===== src/source/glbl_reg_pkg.sv =====
package glbl_reg_pkg;

   // ------------------------------
   // Bus widths and word types
   // ------------------------------
   localparam int DATA_W = 32;
   localparam int ADDR_W = 5;
   localparam int BE_W   = 4;

   typedef logic [DATA_W-1:0] reg_word_t;
   typedef logic [BE_W-1:0]   reg_be_t;

   // ------------------------------
   // Register map
   // ------------------------------
   // Addresses not listed read zero and ignore writes
   typedef enum logic [ADDR_W-1:0] {
      REG_CHIP_ID   = 5'd0,
      REG_RST_CTRL  = 5'd1,
      REG_GLBL_CFG  = 5'd2,
      REG_INTR_MASK = 5'd3,
      REG_INTR_STAT = 5'd4,
      REG_MUX_SEL   = 5'd5,
      REG_RANDOM    = 5'd9,
      REG_INTR_SET  = 5'd10,
      REG_MAILBOX   = 5'd15,
      REG_SOFT_0    = 5'd16,
      REG_SOFT_1    = 5'd17,
      REG_SOFT_2    = 5'd18,
      REG_SOFT_3    = 5'd19,
      REG_SOFT_4    = 5'd20,
      REG_SOFT_5    = 5'd21,
      REG_SOFT_6    = 5'd22,
      REG_SOFT_7    = 5'd23
   } reg_addr_e;

   // ------------------------------
   // Chip identity
   // ------------------------------
   // Manufacturer code is decimal R and D
   localparam logic [15:0] MANU_CODE    = 16'h8268;
   localparam logic [3:0]  CORE_COUNT   = 4'h1;
   localparam logic [3:0]  CHIP_NUM     = 4'h6;
   localparam logic [7:0]  CHIP_REV     = 8'h01;
   localparam reg_word_t   CHIP_ID_WORD = {MANU_CODE, CORE_COUNT, CHIP_NUM, CHIP_REV};

   // ------------------------------
   // Reset defaults
   // ------------------------------
   // Boot strap high also releases core 0
   localparam reg_word_t RST_CTRL_BOOT   = 32'h0000_0103;
   localparam reg_word_t RST_CTRL_HOLD   = 32'h0000_0003;
   // UART master and RISC-V TAP enabled at power up
   localparam reg_word_t MUX_SEL_DEFAULT = 32'hC000_0000;

   // Random generator seed and Galois taps
   localparam reg_word_t LFSR_SEED = 32'h0000_0001;
   localparam reg_word_t LFSR_TAPS = 32'h8020_0003;

   // Status bits 3, 4, 6 and 7 come from other clock domains
   localparam reg_word_t SYNC_INTR_MASK = 32'h0000_00D8;

   // Byte enables widened to a bit mask
   function automatic reg_word_t be_mask(input reg_be_t be);
      reg_word_t m;
      for (int b = 0; b < BE_W; b++) begin
         m[8*b +: 8] = {8{be[b]}};
      end
      return m;
   endfunction

endpackage


===== src/source/reg_access_if.sv =====
interface reg_access_if;

   // One decoded bus access
   // Access pulse lasts a single mclk cycle
   logic                    access;
   logic                    wr;
   glbl_reg_pkg::reg_addr_e addr;
   glbl_reg_pkg::reg_word_t wdata;
   glbl_reg_pkg::reg_be_t   be;

   // Bus decoder side
   modport decoder (
      output access,
      output wr,
      output addr,
      output wdata,
      output be
   );

   // Register and read blocks
   modport target (
      input access,
      input wr,
      input addr,
      input wdata,
      input be
   );

endinterface


===== src/source/glbl_read_path.sv =====
module glbl_read_path #(
   parameter int unsigned NUM_SOFT_REGS = 8
) (
   input  logic                    mclk,
   input  logic                    s_reset_n,
   reg_access_if.target            acc,
   input  glbl_reg_pkg::reg_word_t rst_ctrl,
   input  glbl_reg_pkg::reg_word_t glbl_cfg,
   input  glbl_reg_pkg::reg_word_t mux_sel,
   input  glbl_reg_pkg::reg_word_t mbox_reg,
   input  glbl_reg_pkg::reg_word_t intr_mask,
   input  glbl_reg_pkg::reg_word_t intr_stat,
   input  glbl_reg_pkg::reg_word_t soft_regs [NUM_SOFT_REGS],
   output glbl_reg_pkg::reg_word_t reg_rdata
);

   glbl_reg_pkg::reg_word_t lfsr;
   glbl_reg_pkg::reg_word_t lfsr_next;
   glbl_reg_pkg::reg_word_t rd_mux;

   // ------------------------------
   // Random number generator
   // ------------------------------
   // Right-shifting Galois form
   assign lfsr_next = {1'b0, lfsr[31:1]} ^ (lfsr[0] ? glbl_reg_pkg::LFSR_TAPS : '0);

   // ------------------------------
   // Read multiplexer
   // ------------------------------
   always_comb begin
      rd_mux = '0;
      case (acc.addr)
         glbl_reg_pkg::REG_CHIP_ID:   rd_mux = glbl_reg_pkg::CHIP_ID_WORD;
         glbl_reg_pkg::REG_RST_CTRL:  rd_mux = rst_ctrl;
         glbl_reg_pkg::REG_GLBL_CFG:  rd_mux = glbl_cfg;
         glbl_reg_pkg::REG_INTR_MASK: rd_mux = intr_mask;
         glbl_reg_pkg::REG_INTR_STAT: rd_mux = intr_stat;
         glbl_reg_pkg::REG_MUX_SEL:   rd_mux = mux_sel;
         glbl_reg_pkg::REG_RANDOM:    rd_mux = lfsr;
         // Set address reads back the status
         glbl_reg_pkg::REG_INTR_SET:  rd_mux = intr_stat;
         glbl_reg_pkg::REG_MAILBOX:   rd_mux = mbox_reg;
         default: begin
            // Populated software slots only
            for (int i = 0; i < NUM_SOFT_REGS; i++) begin
               if (acc.addr == glbl_reg_pkg::REG_SOFT_0 + i) begin
                  rd_mux = soft_regs[i];
               end
            end
         end
      endcase
   end

   // ------------------------------
   // Read data and LFSR advance
   // ------------------------------
   // Value is sampled before the step, reads and writes alike
   always_ff @(posedge mclk or negedge s_reset_n) begin
      if (!s_reset_n) begin
         reg_rdata <= '0;
         lfsr      <= glbl_reg_pkg::LFSR_SEED;
      end else if (acc.access) begin
         reg_rdata <= rd_mux;
         lfsr      <= lfsr_next;
      end
   end

   // Holes in the map and missing software slots return zero with ack
   unmapped_reads_zero: assert property (
      @(posedge mclk) disable iff (!s_reset_n)
      (acc.access && ((acc.addr inside {5'd6, 5'd7, 5'd8, [5'd11:5'd14]}) ||
                      (acc.addr >= glbl_reg_pkg::REG_SOFT_0 + NUM_SOFT_REGS)))
      |=> (reg_rdata == '0)
   );

endmodule


===== src/flat_wrapper.sv =====
// flat-port wrapper written by rule: the top's interface ports become plain ports
module glbl_read_path_flat 
#(
   parameter int unsigned NUM_SOFT_REGS = 8
)
  (mclk, s_reset_n, rst_ctrl, glbl_cfg, mux_sel, mbox_reg, intr_mask, intr_stat, soft_regs, reg_rdata, acc_access, acc_wr, acc_addr, acc_wdata, acc_be);
  reg_access_if acc_i ();
  input  logic mclk;
  input  logic s_reset_n;
  input  glbl_reg_pkg::reg_word_t rst_ctrl;
  input  glbl_reg_pkg::reg_word_t glbl_cfg;
  input  glbl_reg_pkg::reg_word_t mux_sel;
  input  glbl_reg_pkg::reg_word_t mbox_reg;
  input  glbl_reg_pkg::reg_word_t intr_mask;
  input  glbl_reg_pkg::reg_word_t intr_stat;
  input  glbl_reg_pkg::reg_word_t soft_regs[NUM_SOFT_REGS];
  output glbl_reg_pkg::reg_word_t reg_rdata;
  input wire logic [$bits(acc_i.access)-1:0] acc_access;
  input wire logic [$bits(acc_i.wr)-1:0] acc_wr;
  input wire logic [$bits(acc_i.addr)-1:0] acc_addr;
  input wire logic [$bits(acc_i.wdata)-1:0] acc_wdata;
  input wire logic [$bits(acc_i.be)-1:0] acc_be;
  assign acc_i.access = acc_access;
  assign acc_i.wr = acc_wr;
  assign acc_i.addr = acc_addr;
  assign acc_i.wdata = acc_wdata;
  assign acc_i.be = acc_be;
  glbl_read_path #(.NUM_SOFT_REGS(NUM_SOFT_REGS)) u_core (.mclk(mclk), .s_reset_n(s_reset_n), .acc(acc_i), .rst_ctrl(rst_ctrl), .glbl_cfg(glbl_cfg), .mux_sel(mux_sel), .mbox_reg(mbox_reg), .intr_mask(intr_mask), .intr_stat(intr_stat), .soft_regs(soft_regs), .reg_rdata(reg_rdata));
endmodule

===== config.mk =====
export PLATFORM = sky130hd
export DESIGN_NAME = glbl_read_path_flat
export DESIGN_NICKNAME = d
export VERILOG_FILES = /design/src/source/glbl_reg_pkg.sv /design/src/source/reg_access_if.sv /design/src/source/glbl_read_path.sv /design/src/flat_wrapper.sv
export SDC_FILE = /design/constraint.sdc
export NUM_CORES = 1
export LEC_CHECK = 0
export BUFFER_PORTS_ARGS = -buffer_cell sky130_fd_sc_hd__buf_2
export CAP_MARGIN = 15
export CORE_AREA = 2 2 205 207
export CTS_CLUSTER_DIAMETER = 100
export DETAILED_ROUTE_END_ITERATION = 6
export DIE_AREA = 0 0 207 209
export MAX_ROUTING_LAYER = met4
export PLACE_DENSITY = 0.44
export SLEW_MARGIN = 10
export SYNTH_ARGS = -nofsm -noshare
export SYNTH_HDL_FRONTEND = slang
export SYNTH_SLANG_ARGS = --single-unit
export TNS_END_PERCENT = 100

===== constraint.sdc =====
create_clock -name mclk -period 2.06 [get_ports mclk]
set_clock_uncertainty 0.1 [all_clocks]
set_input_delay 0.103 -clock mclk [delete_from_list [all_inputs] [get_ports mclk]]
set_output_delay 0.103 -clock mclk [all_outputs]
set_load 0.02 [all_outputs]

==> results_dict.tcl, run 1 <==
set metrics [dict create \
    min_path_cells 3 \
    ys_ff_latch 64 \
    fin_ws_ns 0.08594 \
    cp_cell_sequence "buf_2 -> buf_4 -> or3_4 -> nor2_2 -> buf_4 -> nand2_1 -> a32oi_1 -> a2111oi_0 -> buf_4 -> o41ai_1" \
    coreArea_um2 41290 \
    cp.arrival_ns 2.10 \
    cp.depth 10 \
    final.setup.tns_ns 0 \
    htreeDepth 3 \
    clk_path_buf_depth 2 \
    yosys_warnings 0 \
    drcViolationCount 0 \
    grt_pass1_wl_mm 66.25 \
    status "finished, final reports clean" \
    cp_max_fo 6 \
    grt.busiest_layer "met2" \
    place_ws_ns -0.4960 \
    ys_seq_area_frac 0.2799 \
    drive_gt1_frac 0.5414 \
    mostFrequentLayoutCells "buf_2 (485), buf_4 (125), a22oi_1 (68)" \
    crit_path_end_kind "flop" \
    post_cts_buffers 0 \
    layout_min_cycle_time_ns 1.974 \
    vias 9013 \
    synth-edff-count 0 \
    finalCritPeriodShare 0.9583 \
    grt_use_met2 0.3540 \
    drv_cap 0 \
    cts_tree "yes" \
    slew_headroom 0.5785 \
    startpoint_type "input port" \
    r2r_slack_ns 0.47 \
    die-width_um 207 \
    clk_pin_slew_ns 0.06 \
    syn_area_um2 5725 \
    async_flop_share 1.000 \
    dr.pass1.iters 7 \
    p_leak_uw 0.004789 \
    cts.sinks 64 \
    detail_route.wl_per_cell_um 25.72 \
    drt_iter0_drc 778 \
    gp_congestion 0.9287 \
    ios 525 \
    criticalPathCategory "input port to flop" \
    grt_setup_unrepaired "false" \
    postRouteAntennaNets 0 \
    cts_buffers 9 \
    cp.buffers_inverters 4 \
    use_met1 0.2886 \
    synth_area_leader_cell "dfrtp_1" \
    synth_area_leaders "dfrtp_1 (28%), a22oi_1 (8.9%), a222oi_1 (7.3%)" \
    numPortBuffers 487 \
    layout.nets 1793 \
    grt_use_met3 0.03186 \
    mostFrequentLayoutCell "buf_2" \
    slowest_delay_ns 0.41 \
    worstRegToRegCells 5 \
    first_global_vias 9320 \
    syn_nets 1189 \
    root_buffer "clkbuf_16" \
    synth_top_area_frac 0.2753 \
    ir_drop_uv 255.4 \
    worst_slew_pin_slew_ns 0.6322 \
    die_h_um 209 \
    clk_latency_ns 0.34 \
    grt_start_max_net_pins 44 \
    power_density_nw_per_um2 523.9 \
    grt_antenna_before_repair 4 \
    hold_ws_ns 0.01699 \
    die_area_um2 43260 \
    setup_viol 0 \
    critPathSlowestCell "or3_4" \
    finalHoldViolCount 0 \
    grt_usage 0.2179 \
    postRouteWirelength_mm 47.45 \
    syn_area_per_cell_um2 8.226 \
    hold_class "input port to flop" \
    area_growth_syn_to_layout_pct 83.87 \
    dp_hpwl_mm 40.12 \
    rows 75 \
    cp_top_family "simple AND/OR/NAND/NOR gates" \
    required_ns 2.19 \
    synth_ff_type "dfrtp_1" \
    post_drt_via_cell_ratio 4.885 \
    start_util 0.1387 \
    synthCells 696 \
    gr-total-overflow 0 \
    drv_slew 0 \
    max_clock_freq_ghz 0.5066 \
    crit_top_cell "buf_4" \
    synth_cell_type_count 61 \
]
## Yosys cell counts, types with 3 or more instances
| cell | n |
|---|---|
| a22oi_1 | 68 |
| dfrtp_1 | 63 |
| nand2_1 | 52 |
| a21oi_1 | 50 |
| nor2_1 | 49 |
| a222oi_1 | 42 |
| o21ai_0 | 36 |
| o22ai_1 | 31 |
| clkbuf_1 | 30 |
| mux2_2 | 30 |
| buf_2 | 25 |
| nand3_1 | 24 |
| and3_1 | 18 |
| nor3_1 | 10 |
| o211ai_1 | 10 |
| a221oi_1 | 9 |
| o41ai_1 | 9 |
| a211oi_1 | 8 |
| o221ai_1 | 8 |
| a31oi_1 | 7 |
| buf_4 | 7 |
| o22a_1 | 7 |
| a41oi_1 | 6 |
| inv_1 | 6 |
| nand2b_1 | 6 |
| a221o_1 | 5 |
| a41o_1 | 5 |
| nor2_2 | 5 |
| nor2b_1 | 5 |
| o311ai_1 | 5 |
| buf_1 | 4 |
| nand4_1 | 4 |
| o21a_1 | 4 |
| or2_2 | 4 |
| a2111oi_0 | 3 |
| a21o_1 | 3 |
| o31ai_1 | 3 |
| xnor2_1 | 3 |
## worst min-delay path: stages
cell     delay [ns]
buf_2          0.10
o22ai_1        0.11
o32ai_1        0.10
## worst paths after layout
path                                                     to                             start
setup / recovery           u_core.reg_rdata[11]$_DFFE_PN0P_                       acc_addr[1]
hold / removal              u_core.reg_rdata[5]$_DFFE_PN0P_                      soft_regs[5]
setup reg to reg           u_core.reg_rdata[28]$_DFFE_PN0P_       u_core.lfsr[28]$_DFFE_PN0P_
hold reg to reg            u_core.reg_rdata[15]$_DFFE_PN0P_  u_core.reg_rdata[15]$_DFFE_PN0P_
max in group asynchronous        u_core.lfsr[0]$_DFFE_PN1P_                         s_reset_n
min in group asynchronous       u_core.lfsr[14]$_DFFE_PN0P_                         s_reset_n
## power by group
group | leakage, uW | internal, uW | switching, uW | total [uW]
logic | 0.00391 | 1030 | 968 | 2000
clock network | 0.000125 | 803 | 611 | 1410
registers | 0.000752 | 1670 | 431 | 2100
## state kept, by name, summed over array words and instances, names as in the netlist
register / count
u_core.reg_rdata: 32
u_core.lfsr: 32
## cell families after synthesis
| kind of cell | share of synthesized area |
|---|---|
| AOI/OAI and AO/OA | 0.4281 |
| xor gates and xnor gates | 0.004590 |
| buffers and inverters | 0.05725 |
| DFF | 0.2799 |
| muxes | 0.06250 |
| and+or+nand+nor | 0.1676 |
## timing repair
action                                  4_1_cts  5_1_grt
pin swaps                                     0        3
hold buffers                                 26        0
resized for setup                             3        7
hold endpoints to repair                     82        0
endpoints found under the setup margin        3        6
## per-stage QoR
step                utilization  total power (uW)  std cells  area (um^2)
finish                   0.2550              5515       1845        10530
global route             0.2549              5867       1844        10530
CTS                      0.2542              5605       1843        10490
detailed placement       0.2415              4095       1802         9971
global placement         0.2415              4076       1802         9971
floorplan                     -              2783        696         5725
## layer usage
layer  wire length, um  vias up
li1                  -     4080
met3              3010       33
met1             21390     4400
met2             22410      500
met5                 0        -
met4               638        0
## layout make-up
cell class                      count  area (um^2)
Timing Repair Buffer              659         4078
Multi-Input combinational cell    560         3890
Clock buffer                       11        232.7
Fill cell                        4693        30760
Antenna cell                        2        5.005
Inverter                            6        22.52
Tap cell                          539        674.4
Clock inverter                      4        22.52
Sequential cell                    64         1603
(Power assumes the default switching activity.)
==> inputs of run 2 (changes only) <==
- CORE_AREA: 2 2 205 207 -> 2 2 203 205
- DIE_AREA: 0 0 207 209 -> 0 0 205 207
- PLACE_DENSITY: 0.44 -> 0.46
- clock period: 2.06 -> 1.7 ns (I/O delays scaled with it)
==> run 2 against run 1 <==
Against the previous run:
- the flow now finishes with violations (setup timing)
- largest power group is now combinational cells
- critical path depth increased by 1
- global-route usage about the same
- critical endpoint is now u_core.reg_rdata[27]$_DFFE_PN0P_
- count of clock-buffer cells in the layout increased by 4
- worst hold slack improved by 0.0020 ns
==> results_dict.tcl, run 2 (same netlist as run 1, synthesis figures left out) <==
set metrics [dict create \
    gr-total-overflow 0 \
    htreeDepth 3 \
    clk_latency_ns 0.34 \
    cp.arrival_ns 1.90 \
    grt_pass1_wl_mm 64.87 \
    drv_slew 0 \
    vias 9124 \
    ir_drop_uv 364.4 \
    postRouteWirelength_mm 46.91 \
    dp_hpwl_mm 39.04 \
    power.total_uw 6865 \
    clk_path_buf_depth 2 \
    cts_buffers 9 \
    clk_pin_slew_ns 0.06 \
    setup_viol 11 \
    power_density_nw_per_um2 611.0 \
    grt_use_met2 0.3568 \
    max_clock_freq_ghz 0.5613 \
    dr.pass1.iters 6 \
    ios 525 \
    post_drt_via_cell_ratio 4.861 \
    cts_tree "yes" \
    root_buffer "clkbuf_16" \
    clockPowerShare 0.255 \
    mostFrequentLayoutCell "buf_2" \
    slew_headroom 0.6313 \
    start_util 0.1418 \
    cp_max_fo 6 \
    grt.busiest_layer "met2" \
    mostFrequentLayoutCells "buf_2 (481), buf_4 (137), a22oi_1 (67)" \
    hold_class "input port to flop" \
    grt_setup_unrepaired "true" \
    die_area_um2 42440 \
    finalHoldViolCount 0 \
    criticalPathCategory "input port to flop" \
    coreArea_um2 40370 \
    grt_start_max_net_pins 48 \
    layout_min_cycle_time_ns 1.782 \
    reg_top3 "u_core.lfsr (32), u_core.reg_rdata (32)" \
    first_global_vias 9405 \
    numPortBuffers 487 \
    cts.sinks 64 \
    status "finished with violations" \
    place_ws_ns -0.8002 \
    drive_gt1_frac 0.5769 \
    final_util 0.2784 \
    startpoint_type "input port" \
    required_ns 1.82 \
    p_int_uw 4412 \
    grt_use_met3 0.03272 \
    rows 74 \
    power.share.combinational 0.376 \
    grt_usage 0.2183 \
    finalCritPeriodShare 1.048 \
    p_leak_uw 0.005115 \
    detail_route.wl_per_cell_um 24.99 \
    gp_congestion 0.9217 \
    drv_cap 0 \
    die-width_um 205 \
    grt_antenna_before_repair 5 \
    sequentialPowerShare 0.369 \
    violations "setup timing" \
    use_met1 0.2771 \
    layout.nets 1828 \
    drcViolationCount 0 \
    p_switching_uw 2454 \
    fin_ws_ns -0.08167 \
    die_h_um 207 \
    switching_share 0.3574 \
    postRouteAntennaNets 0 \
    drt_iter0_drc 782 \
    final.setup.tns_ns -0.3290 \
    crit_path_end_kind "flop" \
    area_growth_syn_to_layout_pct 96.26 \
    worst_slew_pin_slew_ns 0.5531 \
]
==> run 2: power groups by stage <==
stage	Sequential, uW	Combinational [uW]	Clock [uW]
after detailed placement	2550	2440	0
final	2530	2580	1750
after global placement	2550	2430	0
after global routing	2600	2770	1880
after floorplan	2440	932	0
after CTS	2540	2570	1820
==> run 2: through the flow <==
step / std cells / area (um^2) / hold slack, ns
finish: 1877 / 11240 / 0.01896
global route: 1877 / 11240 / 0.01072
CTS: 1870 / 11090 / 0.003851
detailed placement: 1819 / 10230 / -0.08335
global placement: 1819 / 10230 / -0.08608
floorplan: 696 / 5756 / -0.3106
==> run 2: critical path: stages <==
cell and delay [ns]:
buf_8 0.10, or3b_4 0.25, buf_6 0.12, nor3_4 0.05, buf_12 0.13, buf_12 0.13, buf_8 0.13, a222oi_1 0.32
nand4_1 0.31, o21ai_1 0.18, o31ai_1 0.09
==> run 2: metal layers <==
metal	part of all wire	vias up
li1	-	4161
met1	0.43	4393
met2	0.47	512
met3	0.076	58
met4	0.026	0
met5	0	-
==> run 2: area by class of cell <==
class                      count  area [um^2]
sequential                    64         1603
antenna                        5        12.51
tap                          532        665.6
inverter                       6        22.52
timing repair buffer         694         4536
clock buffer                  15        257.7
clock inverter                 1        5.005
fill                        4518        29130
multi-input combinational    560         4135
==> run 2: path summary, 6_finish.rpt <==
kind | from | endpoint | slack, ns | cells past startpoint
worst max-delay path | acc_addr[1] | u_core.reg_rdata[27]$_DFFE_PN0P_ | -0.08 | 11
worst min-delay path | acc_access | u_core.reg_rdata[31]$_DFFE_PN0P_ | 0.02 | 3
worst max register to register | u_core.lfsr[31]$_DFFE_PN0P_ | u_core.reg_rdata[31]$_DFFE_PN0P_ | 0 | 4
worst min register to register | u_core.reg_rdata[30]$_DFFE_PN0P_ | u_core.reg_rdata[30]$_DFFE_PN0P_ | 0.38 | 1
max in group asynchronous | s_reset_n | u_core.lfsr[0]$_DFFE_PN1P_ | 0.76 | 3
min in group asynchronous | s_reset_n | u_core.lfsr[10]$_DFFE_PN0P_ | 0.09 | 2
==> run 2: repair_timing <==
action | CTS | global route
gates resized for setup | 58 | 29
buffers inserted | 6 | 2
setup endpoints to repair | 30 | 29
pin swaps | 18 | 24
hold buffers | 30 | 1
hold endpoints to repair | 83 | 1
