<file path="config.mk">
export PLATFORM = sky130hd
export DESIGN_NAME = glbl_intr_ctrl_flat
export DESIGN_NICKNAME = d
export VERILOG_FILES = /design/src/source/glbl_reg_pkg.sv /design/src/source/reg_access_if.sv /design/src/source/glbl_intr_ctrl.sv /design/src/flat_wrapper.sv
export SDC_FILE = /design/constraint.sdc
export NUM_CORES = 1
export LEC_CHECK = 0
export BUFFER_PORTS_ARGS = -buffer_cell sky130_fd_sc_hd__buf_2
export CORE_MARGIN = 1
export CORE_UTILIZATION = 48
export DETAILED_ROUTE_END_ITERATION = 16
export PLACE_DENSITY_LB_ADDON = 0.12
export SLEW_MARGIN = 20
export SYNTH_ARGS = -nofsm -noshare
export SYNTH_HDL_FRONTEND = slang
export SYNTH_SLANG_ARGS = --single-unit
</file>
<file path="constraint.sdc">
create_clock -name mclk -period 2.9 [get_ports mclk]
set_clock_uncertainty 0.2 [all_clocks]
set_input_delay 0.435 -clock mclk [delete_from_list [all_inputs] [get_ports mclk]]
set_output_delay 0.435 -clock mclk [all_outputs]
set_load 0.02 [all_outputs]
</file>
<file path="src/source/glbl_reg_pkg.sv">
package glbl_reg_pkg;

   // ------------------------------
   // Bus widths and word types
   // ------------------------------
   localparam int DATA_W = 32;
   localparam int ADDR_W = 5;
   localparam int BE_W   = 4;

   typedef logic [DATA_W-1:0] reg_word_t;
   typedef logic [BE_W-1:0]   reg_be_t;

   // ------------------------------
   // Register map
   // ------------------------------
   // Addresses not listed read zero and ignore writes
   typedef enum logic [ADDR_W-1:0] {
      REG_CHIP_ID   = 5'd0,
      REG_RST_CTRL  = 5'd1,
      REG_GLBL_CFG  = 5'd2,
      REG_INTR_MASK = 5'd3,
      REG_INTR_STAT = 5'd4,
      REG_MUX_SEL   = 5'd5,
      REG_RANDOM    = 5'd9,
      REG_INTR_SET  = 5'd10,
      REG_MAILBOX   = 5'd15,
      REG_SOFT_0    = 5'd16,
      REG_SOFT_1    = 5'd17,
      REG_SOFT_2    = 5'd18,
      REG_SOFT_3    = 5'd19,
      REG_SOFT_4    = 5'd20,
      REG_SOFT_5    = 5'd21,
      REG_SOFT_6    = 5'd22,
      REG_SOFT_7    = 5'd23
   } reg_addr_e;

   // ------------------------------
   // Chip identity
   // ------------------------------
   // Manufacturer code is decimal R and D
   localparam logic [15:0] MANU_CODE    = 16'h8268;
   localparam logic [3:0]  CORE_COUNT   = 4'h1;
   localparam logic [3:0]  CHIP_NUM     = 4'h6;
   localparam logic [7:0]  CHIP_REV     = 8'h01;
   localparam reg_word_t   CHIP_ID_WORD = {MANU_CODE, CORE_COUNT, CHIP_NUM, CHIP_REV};

   // ------------------------------
   // Reset defaults
   // ------------------------------
   // Boot strap high also releases core 0
   localparam reg_word_t RST_CTRL_BOOT   = 32'h0000_0103;
   localparam reg_word_t RST_CTRL_HOLD   = 32'h0000_0003;
   // UART master and RISC-V TAP enabled at power up
   localparam reg_word_t MUX_SEL_DEFAULT = 32'hC000_0000;

   // Random generator seed and Galois taps
   localparam reg_word_t LFSR_SEED = 32'h0000_0001;
   localparam reg_word_t LFSR_TAPS = 32'h8020_0003;

   // Status bits 3, 4, 6 and 7 come from other clock domains
   localparam reg_word_t SYNC_INTR_MASK = 32'h0000_00D8;

   // Byte enables widened to a bit mask
   function automatic reg_word_t be_mask(input reg_be_t be);
      reg_word_t m;
      for (int b = 0; b < BE_W; b++) begin
         m[8*b +: 8] = {8{be[b]}};
      end
      return m;
   endfunction

endpackage

</file>
<file path="src/source/reg_access_if.sv">
interface reg_access_if;

   // One decoded bus access
   // Access pulse lasts a single mclk cycle
   logic                    access;
   logic                    wr;
   glbl_reg_pkg::reg_addr_e addr;
   glbl_reg_pkg::reg_word_t wdata;
   glbl_reg_pkg::reg_be_t   be;

   // Bus decoder side
   modport decoder (
      output access,
      output wr,
      output addr,
      output wdata,
      output be
   );

   // Register and read blocks
   modport target (
      input access,
      input wr,
      input addr,
      input wdata,
      input be
   );

endinterface

</file>
<file path="src/source/glbl_intr_ctrl.sv">
module glbl_intr_ctrl (
   input  logic                    mclk,
   input  logic                    s_reset_n,
   reg_access_if.target            acc,
   input  logic [2:0]              timer_intr,
   input  logic                    i2cm_intr,
   input  logic                    usb_intr,
   input  logic                    pwm_intr,
   input  logic                    rtc_intr,
   input  logic                    ir_intr,
   input  logic [23:0]             gpio_intr,
   output glbl_reg_pkg::reg_word_t intr_mask,
   output glbl_reg_pkg::reg_word_t intr_stat,
   output glbl_reg_pkg::reg_word_t irq_lines
);

   glbl_reg_pkg::reg_word_t raw_req;
   glbl_reg_pkg::reg_word_t sync_q1;
   glbl_reg_pkg::reg_word_t sync_q2;
   glbl_reg_pkg::reg_word_t hw_req;
   glbl_reg_pkg::reg_word_t wr_mask;
   glbl_reg_pkg::reg_word_t sw_set;
   glbl_reg_pkg::reg_word_t sw_clr;
   logic                    wr_en;

   // ------------------------------
   // Hardware request vector
   // ------------------------------
   // GPIO 7 to 0 not available to software
   assign raw_req = {gpio_intr, ir_intr, rtc_intr, pwm_intr, usb_intr, i2cm_intr, timer_intr};

   // Two-flop sync on the foreign domain bits only
   // Other bits of these flops stay constant zero
   always_ff @(posedge mclk or negedge s_reset_n) begin
      if (!s_reset_n) begin
         sync_q1 <= '0;
         sync_q2 <= '0;
      end else begin
         sync_q1 <= raw_req & glbl_reg_pkg::SYNC_INTR_MASK;
         sync_q2 <= sync_q1;
      end
   end

   assign hw_req = (raw_req & ~glbl_reg_pkg::SYNC_INTR_MASK) | sync_q2;

   // ------------------------------
   // Software set and clear
   // ------------------------------
   assign wr_en   = acc.access & acc.wr;
   assign wr_mask = glbl_reg_pkg::be_mask(acc.be);

   // Set address merges written ones into the request
   assign sw_set = (wr_en && acc.addr == glbl_reg_pkg::REG_INTR_SET) ?
                   (acc.wdata & wr_mask) : '0;
   // Write one to clear on the status address
   assign sw_clr = (wr_en && acc.addr == glbl_reg_pkg::REG_INTR_STAT) ?
                   (acc.wdata & wr_mask) : '0;

   // ------------------------------
   // Mask and sticky status
   // ------------------------------
   always_ff @(posedge mclk or negedge s_reset_n) begin
      if (!s_reset_n) begin
         intr_mask <= '0;
      end else if (wr_en && acc.addr == glbl_reg_pkg::REG_INTR_MASK) begin
         intr_mask <= (intr_mask & ~wr_mask) | (acc.wdata & wr_mask);
      end
   end

   // Request wins over a clear in the same cycle
   always_ff @(posedge mclk or negedge s_reset_n) begin
      if (!s_reset_n) begin
         intr_stat <= '0;
      end else begin
         intr_stat <= (intr_stat & ~sw_clr) | hw_req | sw_set;
      end
   end

   // Pending and enabled lines to the core
   assign irq_lines = intr_mask & intr_stat;

   // Status bits drop only after a write to the status address
   stat_drop_needs_clear: assert property (
      @(posedge mclk) disable iff (!s_reset_n)
      (($past(intr_stat) & ~intr_stat) != '0) |->
         $past(acc.access && acc.wr && (acc.addr == glbl_reg_pkg::REG_INTR_STAT))
   );

endmodule

</file>
<file path="src/flat_wrapper.sv">
// flat-port wrapper written by rule: the top's interface ports become plain ports
module glbl_intr_ctrl_flat 
  (mclk, s_reset_n, timer_intr, i2cm_intr, usb_intr, pwm_intr, rtc_intr, ir_intr, gpio_intr, intr_mask, intr_stat, irq_lines, acc_access, acc_wr, acc_addr, acc_wdata, acc_be);
  reg_access_if acc_i ();
  input  logic mclk;
  input  logic s_reset_n;
  input  logic [2:0] timer_intr;
  input  logic i2cm_intr;
  input  logic usb_intr;
  input  logic pwm_intr;
  input  logic rtc_intr;
  input  logic ir_intr;
  input  logic [23:0] gpio_intr;
  output glbl_reg_pkg::reg_word_t intr_mask;
  output glbl_reg_pkg::reg_word_t intr_stat;
  output glbl_reg_pkg::reg_word_t irq_lines;
  input wire logic [$bits(acc_i.access)-1:0] acc_access;
  input wire logic [$bits(acc_i.wr)-1:0] acc_wr;
  input wire logic [$bits(acc_i.addr)-1:0] acc_addr;
  input wire logic [$bits(acc_i.wdata)-1:0] acc_wdata;
  input wire logic [$bits(acc_i.be)-1:0] acc_be;
  assign acc_i.access = acc_access;
  assign acc_i.wr = acc_wr;
  assign acc_i.addr = acc_addr;
  assign acc_i.wdata = acc_wdata;
  assign acc_i.be = acc_be;
  glbl_intr_ctrl u_core (.mclk(mclk), .s_reset_n(s_reset_n), .acc(acc_i), .timer_intr(timer_intr), .i2cm_intr(i2cm_intr), .usb_intr(usb_intr), .pwm_intr(pwm_intr), .rtc_intr(rtc_intr), .ir_intr(ir_intr), .gpio_intr(gpio_intr), .intr_mask(intr_mask), .intr_stat(intr_stat), .irq_lines(irq_lines));
endmodule
</file>
==> metrics.md, run 1 <==
| Metric | Value |
|---|---|
| Run status | completed |
| Placed cell area | 4051 sq um |
| Min Tclk post-route | 1.700 ns |
| FF+latch area | 1802 sq um |
| Initial Util | 51.11% |
| Area contributors post-synth | dfrtp_1 (58%), mux2_2 (10%), a221o_1 (10%), and2_1 (6.4%), nand3_1 (3.9%) |
| Post-synth EDFFs | 0 |
| Main synth FF type | dfrtp_1 |
| Drt first pass iters | 4 |
| Hold Path Stages | 2 |
| Max cap viols | 0 |
| Top Ports | 173 |
| Total global routing overflow | 0 |
| DR iter-0 viols | 102 |
| Clk root buf | clkbuf_8 |
| Clock slew at reported path FFs | about 0.07 ns |
| Post-synth top cells | dfrtp_1 (72), a221o_1 (32), and2_1 (32), mux2_2 (29), nand3_1 (24) |
| Top-count cell post-synth | dfrtp_1 |
| Top-area cell type share of the netlist area | 57.83% |
| TritonCTS Buffers | 9 |
| Period utilization | 58.61% |
| CP delay by family, top | simple AND/OR/NAND/NOR gates |
| CP max FO | 32 |
| # clock sinks | 72 |
| Synth area leader | dfrtp_1 |
| Hpwl dp | between 5 and 6 mm |
| Synth Instances | between 200 and 250 |
| Port Buffer Count | ~170 |
| Filler Cell Count | 458 |
| Cell Chain, Critical Path | buf_2 -> and4bb_2 -> buf_4 -> nand4_1 -> a221o_1 |
| Final setup violation count | 0 |
| Count of state elements after synthesis | 72 |
| Unrepaired setup endpoints after global routing | false |
| Die Footprint | between 6000 and 7000 sq um |
| Setup Crit Path Kind | in2reg |
| Post-CTS Hold Buffers | 5 |
| Crit path buffers/inverters | 2 |
| Worst reg-to-reg path cell count | 1 |
| Worst setup EP type | register |
| HP Class | in2reg |
| Post-CTS sizing | 0 |
| Initial antenna violation count | 0 |
| Gpl congestion | between 0.7 and 0.8 |
| Slowest CP cell | buf_4 |
| Antenna Nets Post-Route | 0 |
| Layout cells sized above 1 | 55.05% |
| Sequential share of the synthesized area | 57.83% |
| # diodes | 0 |
| Largest net degree at the start of global routing | 33 |
| Design Power | 2.329 mW |
| Routed len/inst | 16.08 um |
| CTS tree | done |
| Via density | approximately 5.6 |
| Clock latency on the worst-skew pair | 0.33 ns |
| VDD IR max | 0.0002850 V |
| Slew HR | 55.12% |
| Worst slew pin tran | 0.6731 ns |
| Arrival @ worst endpoint | 1.72 ns |
| FFs w/ async S/R, synth | 100.0% |
| Core box area | 6096 sq um |
| Cell row count | 28 |
| Multi-input logic area | 1242 sq um |
| Avg Inst Size Synth | 13.55 sq um |
| GRT Overall Usage | 23.57% |
| Max Root-Sink Buffers | 2 |
| Area Growth Syn to Fin | 39.12% |
| Post-Syn Area | 3115 sq um |
| Hold Path End | u_core.intr_stat[1] |
| Layout Nets | 488 |
| Crit path launch type | input port |
| Synth unique cells | 18 |
| Syn nets | 307 |
| Die Wd | ~83 um |
| Util after Layout | between 70% and 80% |
| Power Dens Cells | about 540 nW/um^2 |
| Final hold vios | 0 |
| Vias in the first global route | 2,474 |
| Final Cell Area | 4334 sq um |
| Sum Neg Setup Slack | 0 ns |
| Number of setup buffers added after CTS | 0 |
| R2R Path Start | u_core.intr_stat[26] |
| Leakage | 2.086 nW |
| Crit-path max cell delay | around 0.36 ns |
| Vias | approximately 2,700 |
| H-tree depth | 3 |
| First-pass GRT wire length | 11.71 mm |
| WL final | 7.895 mm |
| Max-slew violations | 0 |
| Die Y | 82.57 um |
| Hold_sp | timer_intr[1] |
| Reg-to-reg endpoint | u_core.intr_stat[26] |
| Fmax | 588.4 MHz |
| R2R Setup Slk | 1.83 ns |
| Required @ worst endpoint | 2.92 ns |
| # DRC | 0 |
| Yosys warns | 0 |
-- layout make-up --
cell class	count	share of cell area (%)
Multi-Input combinational cell	144	28.67
Sequential cell	72	41.57
Tap cell	75	2.165
Clock buffer	14	3.984
Clock inverter	2	1.386
Timing Repair Buffer	184	22.23
-- cell families after synthesis --
family	Yosys count	share of synthesized area, %
AOI/OAI and AO/OA	32	10.28
buffers and inverters	14	2.490
DFF	72	57.83
muxes	32	11.57
and+or+nand+nor	80	17.83
-- metal layers --
metal,share of wire (%),track usage (%)
met1,41,28.82
met2,50,40.17
met3,7.2,6.264
met4,1.1,8.276
met5,0,0
-- where the power goes --
group | internal, mW | total [mW] | switching, mW
logic | 0.146 | 0.352 | 0.206
clock network | 0.556 | 0.903 | 0.346
registers | 1.05 | 1.07 | 0.0276
-- worst max path at each step --
stage / from / end / slack, ns / cells past startpoint
after floorplan: acc_addr[0] / u_core.intr_stat[24] / 1.15 / 5
after CTS: s_reset_n / u_core.intr_stat[31] / 1.19 / 3
after detailed placement: acc_addr[0] / u_core.intr_stat[17] / 0.87 / 5
after global routing: s_reset_n / u_core.intr_stat[31] / 1.05 / 3
after global placement: acc_addr[0] / u_core.intr_stat[19] / 0.93 / 5
final: acc_addr[0] / u_core.intr_stat[17] / 1.20 / 5
-- cell usage in the layout (no fill, tap or decap) --
master / netlist / routed
buf_2: 8 / 172
dfrtp_1: 72 / 72
a221o_1: 32 / 32
and2_1: 32 / 32
mux2_2: 29 / 29
nand3_1: 24 / 24
clkbuf_8: 0 / 12
nand4_1: 8 / 8
buf_4: 2 / 7
dlygate4sd3_1: 0 / 5
and4_1: 4 / 4
nand3_4: 4 / 4
nor4bb_1: 4 / 3
mux2_1: 3 / 3
clkbuf_1: 0 / 2
bufinv_16: 0 / 2
and4bb_2: 1 / 1
nor2b_1: 1 / 1
nor3b_2: 1 / 1
and3b_1: 1 / 1
nor4bb_2: 0 / 1
-- stage by stage --
step	hold WS (ns)	instances	setup slack, ns
2_1_floorplan	-0.06059	230	1.154
5_1_grt	0.07416	491	1.052
3_5_place_dp	0.1347	470	0.8690
6_report	0.08934	491	1.200
3_3_place_gp	0.1338	470	0.9267
4_1_cts	0.07718	491	1.195
(Power assumes the default switching activity.)
==> run 2: changes to the inputs <==
Settings changed: CORE_UTILIZATION 48 to 44.
Clock period 2.9 ns to 1.7 ns, I/O delays scaled along.
==> run 2 against run 1 <==
Sequential power grew 71%; die area grew 8.9%; count of clock-buffer cells in the layout shrank 3; cell count grew 18%; core utilization grew 2.9 points; sequential share of layout area shrank 5.9 points; routed wire length grew 9.2%; non-clock buffer count grew 67; first-iteration DRC count grew 16%; sequential cell count is the same; design area grew 17%; power grew 74%.
==> metrics.md, run 2 (synthesis results as in run 1) <==
| Metric | Value |
|---|---|
| Die Wd | 86.15 um |
| Post-CTS Hold Buffers | 65 |
| Worst setup EP type | primary output |
| Power Dens Cells | 800.9 nW/um^2 |
| Fmax | 661.1 MHz |
| Cell row count | 30 |
| Max Root-Sink Buffers | 2 |
| Vias in the first global route | between 2,000 and 3,000 |
| Die Y | 86.15 um |
| Period utilization | 88.98% |
| Initial antenna violation count | 0 |
| Final hold vios | 0 |
| CP max FO | 3 |
| Antenna Nets Post-Route | 0 |
| Min Tclk post-route | 1.513 ns |
| Setup Crit Path Kind | reg2out |
| Core box area | 6832 sq um |
| Required @ worst endpoint | 1.24 ns |
| # diodes | 0 |
| Gpl congestion | 0.8255 |
| Unrepaired setup endpoints after global routing | false |
| CTS tree | done |
| WL final | 8.625 mm |
| Final Cell Area | 5052 sq um |
| H-tree depth | 3 |
| Layout cells sized above 1 | 49.07% |
| Hold slack | 0.1061 ns |
| Final setup violation count | 0 |
| VDD IR max | 0.0004803 V |
| Leakage | 2.376 nW |
| Layout Nets | 555 |
| Final WS setup | 0.1874 ns |
| Via density | 5.098 |
| # clock sinks | 72 |
| Post-Place Worst Slack | -0.05563 ns |
| Worst slew pin tran | between 0.4 and 0.5 ns |
| Number of setup buffers added after CTS | 0 |
| Sequential share of power | between 40% and 50% |
| HP Class | in2reg |
| Placed cell area | 4180 sq um |
| # DRC | 0 |
| First-pass GRT wire length | 13.62 mm |
| Vias | 2,952 |
| Largest net degree at the start of global routing | 31 |
| Max-slew violations | 0 |
| TritonCTS Buffers | 9 |
| Run status | completed |
| Share of total power in the clock network | 36.6% |
| Hpwl dp | 5.716 mm |
| Most frequent cells in the layout | buf_2 (172), dfrtp_1 (72), dlygate4sd3_1 (65) |
| Drt first pass iters | 4 |
| Most common cell after layout, fill and taps aside | buf_2 |
| Sw Share | between 20% and 30% |
| Slew HR | 69.40% |
| Psw | 1.041 mW |
| Port Buffer Count | 172 |
| Routed len/inst | 14.90 um |
| Area Growth Syn to Fin | 62.17% |
| Pint | 3.005 mW |
| Clock slew at reported path FFs | 0.07 ns |
| Clock latency on the worst-skew pair | 0.33 ns |
| Arrival @ worst endpoint | between 1 and 1.5 ns |
| DR iter-0 viols | 118 |
| Crit path launch type | register |
| Post-CTS sizing | 0 |
| Util after Layout | 73.96% |
| Logic pwr share | 18.1% |
| Max cap viols | 0 |
| Initial Util | 45.60% |
| Total global routing overflow | 0 |
| Top Ports | 173 |
| Die Footprint | 7421 sq um |
| Clk root buf | clkbuf_8 |
| GRT Overall Usage | 23.98% |
-- run 2: changes by cell type in the layout (fill, tap and decap cells not counted), moves of 2 or more --
cell	before	now
buf_12	0	4
clkbuf_8	12	10
buf_4	7	10
clkinvlp_4	0	2
dlygate4sd3_1	5	65
-- run 2: metal layers --
layer  routed length, um  up-vias  GRT usage [%]
met5                   0        -              0
met3                 390       19          3.465
met1                3819     1437          32.13
met2                4217      117          38.67
li1                    -     1379              -
met4                 197        0          11.06
-- run 2: power groups by stage --
stage / registers (mW) / clock network [mW] / logic, mW
floorplan: 1.94 / 0 / 0.219
global placement: 1.86 / 0 / 0.610
detailed placement: 1.86 / 0 / 0.615
CTS: 1.83 / 1.52 / 0.732
global route: 1.84 / 1.58 / 0.789
finish: 1.83 / 1.48 / 0.734
-- run 2: worst max-delay path: stages, from the launching register on --
cell and delay [ns]:
dfrtp_1 0.40, and2_1 0.18, buf_2 0.15
-- run 2: worst paths after layout --
check | start | endpoint | slack (ns) | cells after the start
max in group asynchronous | s_reset_n | u_core.sync_q2[4] | 0.57 | 3
worst min register to register | u_core.sync_q1[4] | u_core.sync_q2[4] | 0.15 | 0
worst max-delay path | register | irq_lines[16] | 0.19 | 2
worst min-delay path | acc_be[2] | u_core.intr_stat[19] | 0.11 | 3
min in group asynchronous | s_reset_n | u_core.sync_q1[7] | 0.21 | 2
worst max register to register | u_core.intr_stat[17] | u_core.intr_stat[17] | 0.65 | 1
-- run 2: area by class of cell --
type | instances | area, sq um
fillers | 508 | 1779
well taps | 96 | 120.1
multi-input cells | 144 | 1242
flip-flops and latches | 72 | 1802
repair buffers | 251 | 1667
clock buffers | 11 | 141.4
clock inverters | 5 | 80.08
-- run 2: through the flow --
stage          power, mW  cells  setup TNS, ns
4_1_cts            4.080    579              0
5_1_grt            4.208    579              0
2_1_floorplan      2.157    230              0
3_3_place_gp       2.469    498        -0.8900
3_5_place_dp       2.478    498        -0.6961
6_report           4.046    579              0
==> run 3: changes to the inputs <==
Settings changed: RECOVER_POWER from default to 100.
==> run 3 against run 2 <==
First-iteration DRC count increased by 1.7%; global-route usage unchanged; combinational power decreased by 6.1%; design area decreased by 3.5%; via count increased by 0.75%; sequential cell count unchanged; register-to-register slack about the same; power decreased by 0.85%; largest cell class unchanged; largest power group unchanged.
==> metrics.md, run 3 (synthesis results as in run 1) <==
| Metric | Value |
|---|---|
| Run status | completed |
| Slowest CP cell | dfrtp_1 |
| Fmax | ~640 MHz |
| Hold_sp | acc_be[2] |
| Sequential share of power | 45.6% |
| Fin cells | 579 |
| CTS tree | done |
| Core box area | a little under 7000 sq um |
| Placed insts | 498 |
| VDD IR max | between 0.0004 and 0.0005 V |
| Vias | 2,974 |
| Cell row count | 30 |
| Logic pwr share | 17.2% |
| WL final | about 8.7 mm |
| Gpl congestion | 0.8255 |
| Clock slew at reported path FFs | 0.07 ns |
| Hpwl dp | 5.716 mm |
| Post-CTS sizing | 0 |
| Final setup violation count | 0 |
| Drt first pass iters | 4 |
| Final Cell Area | 4876 sq um |
| Clk root buf | clkbuf_8 |
| Hold slack | roughly 0.094 ns |
| TritonCTS Buffers | 9 |
| Routed len/inst | ~15 um |
| Psw | approximately 1.0 mW |
| Pint | about 3.0 mW |
| Design Power | between 4 and 5 mW |
| CP max FO | 3 |
| Min Tclk post-route | 1.562 ns |
| Total global routing overflow | 0 |
| Initial antenna violation count | 0 |
| HP Class | in2reg |
| # diodes | 0 |
| Clock latency on the worst-skew pair | 0.33 ns |
| First-pass GRT wire length | 13.62 mm |
| Arrival @ worst endpoint | 1.11 ns |
| Util after Layout | a little under three quarters |
| Largest net degree at the start of global routing | 31 |
| Hold Path End | u_core.intr_stat[19] |
| Layout Nets | 555 |
| Layout cells sized above 1 | 29.19% |
| Cell Chain, Critical Path | and2_1 -> clkbuf_1 |
| GRT Overall Usage | 23.98% |
| Antenna Nets Post-Route | 0 |
| Max-slew violations | 0 |
| Worst reg-to-reg path cell count | 1 |
| Period utilization | between 90% and 100% |
| Die Y | approximately 86 um |
| # DRC | 0 |
| Worst slew pin tran | 0.4225 ns |
| # clock sinks | 72 |
| Initial Util | 45.60% |
| Placed cell area | 4180 sq um |
| Max cap viols | 0 |
| Post-Place Worst Slack | -0.05563 ns |
| Power Dens Cells | 822.8 nW/um^2 |
| Crit path launch type | register |
| H-tree depth | 3 |
| Crit-path max cell delay | 0.39 ns |
| Unrepaired setup endpoints after global routing | false |
| Sw Share | 26.16% |
| Max Root-Sink Buffers | 2 |
| Leakage | 2.074 nW |
| Slew HR | 71.83% |
| Hold Path Stages | 3 |
| Die Footprint | 7421 sq um |
| Most frequent cells in the layout | clkbuf_1 (96), buf_2 (75), dfrtp_1 (72) |
| Area Growth Syn to Fin | 56.51% |
| Via density | 5.136 |
| Sum Neg Setup Slack | 0 ns |
| Final WS setup | 0.1379 ns |
| Top Ports | 173 |
| R2R Setup Slk | 0.64 ns |
| Vias in the first global route | 2,809 |
| Port Buffer Count | 172 |
| R2R Path Start | u_core.intr_stat[2] |
| Most common cell after layout, fill and taps aside | clkbuf_1 |
| Share of total power in the clock network | 37.2% |
| Setup Crit Path Kind | reg2out |
| Final hold vios | 0 |
| DR iter-0 viols | 120 |
| Required @ worst endpoint | 1.24 ns |
| Reg-to-reg endpoint | u_core.intr_stat[2] |
| Worst setup EP type | primary output |
| Die Wd | between 80 and 90 um |
## run 3: power groups by stage
stage               Sequential (mW)  Combinational [mW]  Clock, mW
floorplan                      1.94               0.219          0
global route                   1.84               0.744       1.58
finish                         1.83               0.689       1.49
CTS                            1.83               0.732       1.52
global placement               1.86               0.610          0
detailed placement             1.86               0.615          0
## run 3: area by class of cell
cell class | instances | area (sq um)
Timing Repair Buffer | 251 | 1520
Clock buffer | 11 | 141.4
Clock inverter | 5 | 80.08
Sequential cell | 72 | 1802
Fill cell | 570 | 1956
Multi-Input combinational cell | 144 | 1212
Tap cell | 96 | 120.1
## run 3: worst max-delay path: cells and delay by family, from the launching register on
kind / cells / cell delay (ns)
simple gates: 1 / 0.15
flops: 1 / 0.39
buf+inv: 1 / 0.23
## run 3: how the worst max path moves through the flow
| stage | from | end |
|---|---|---|
| global placement | acc_addr[3] | register |
| global route | u_core.intr_stat[23] | irq_lines[23] |
| detailed placement | acc_addr[3] | register |
| floorplan | acc_addr[0] | u_core.intr_stat[24] |
| finish | u_core.intr_stat[31] | irq_lines[31] |
| CTS | register | irq_lines[14] |
## run 3: timing repair
| item | CTS | global route |
|---|---|---|
| hold buffers | 65 | 0 |
| hold endpoints to repair | 83 | 0 |
| buffers inserted | 0 | 0 |
## run 3: routing by layer
layer  vias to the layer above  GRT usage, %  part of all wire [%]
met1                      1461         32.13                    45
met4                         0         11.06                   2.2
li1                       1381             -                     -
met5                         -             0                     0
met3                        17         3.465                   4.4
met2                       115         38.67                    48
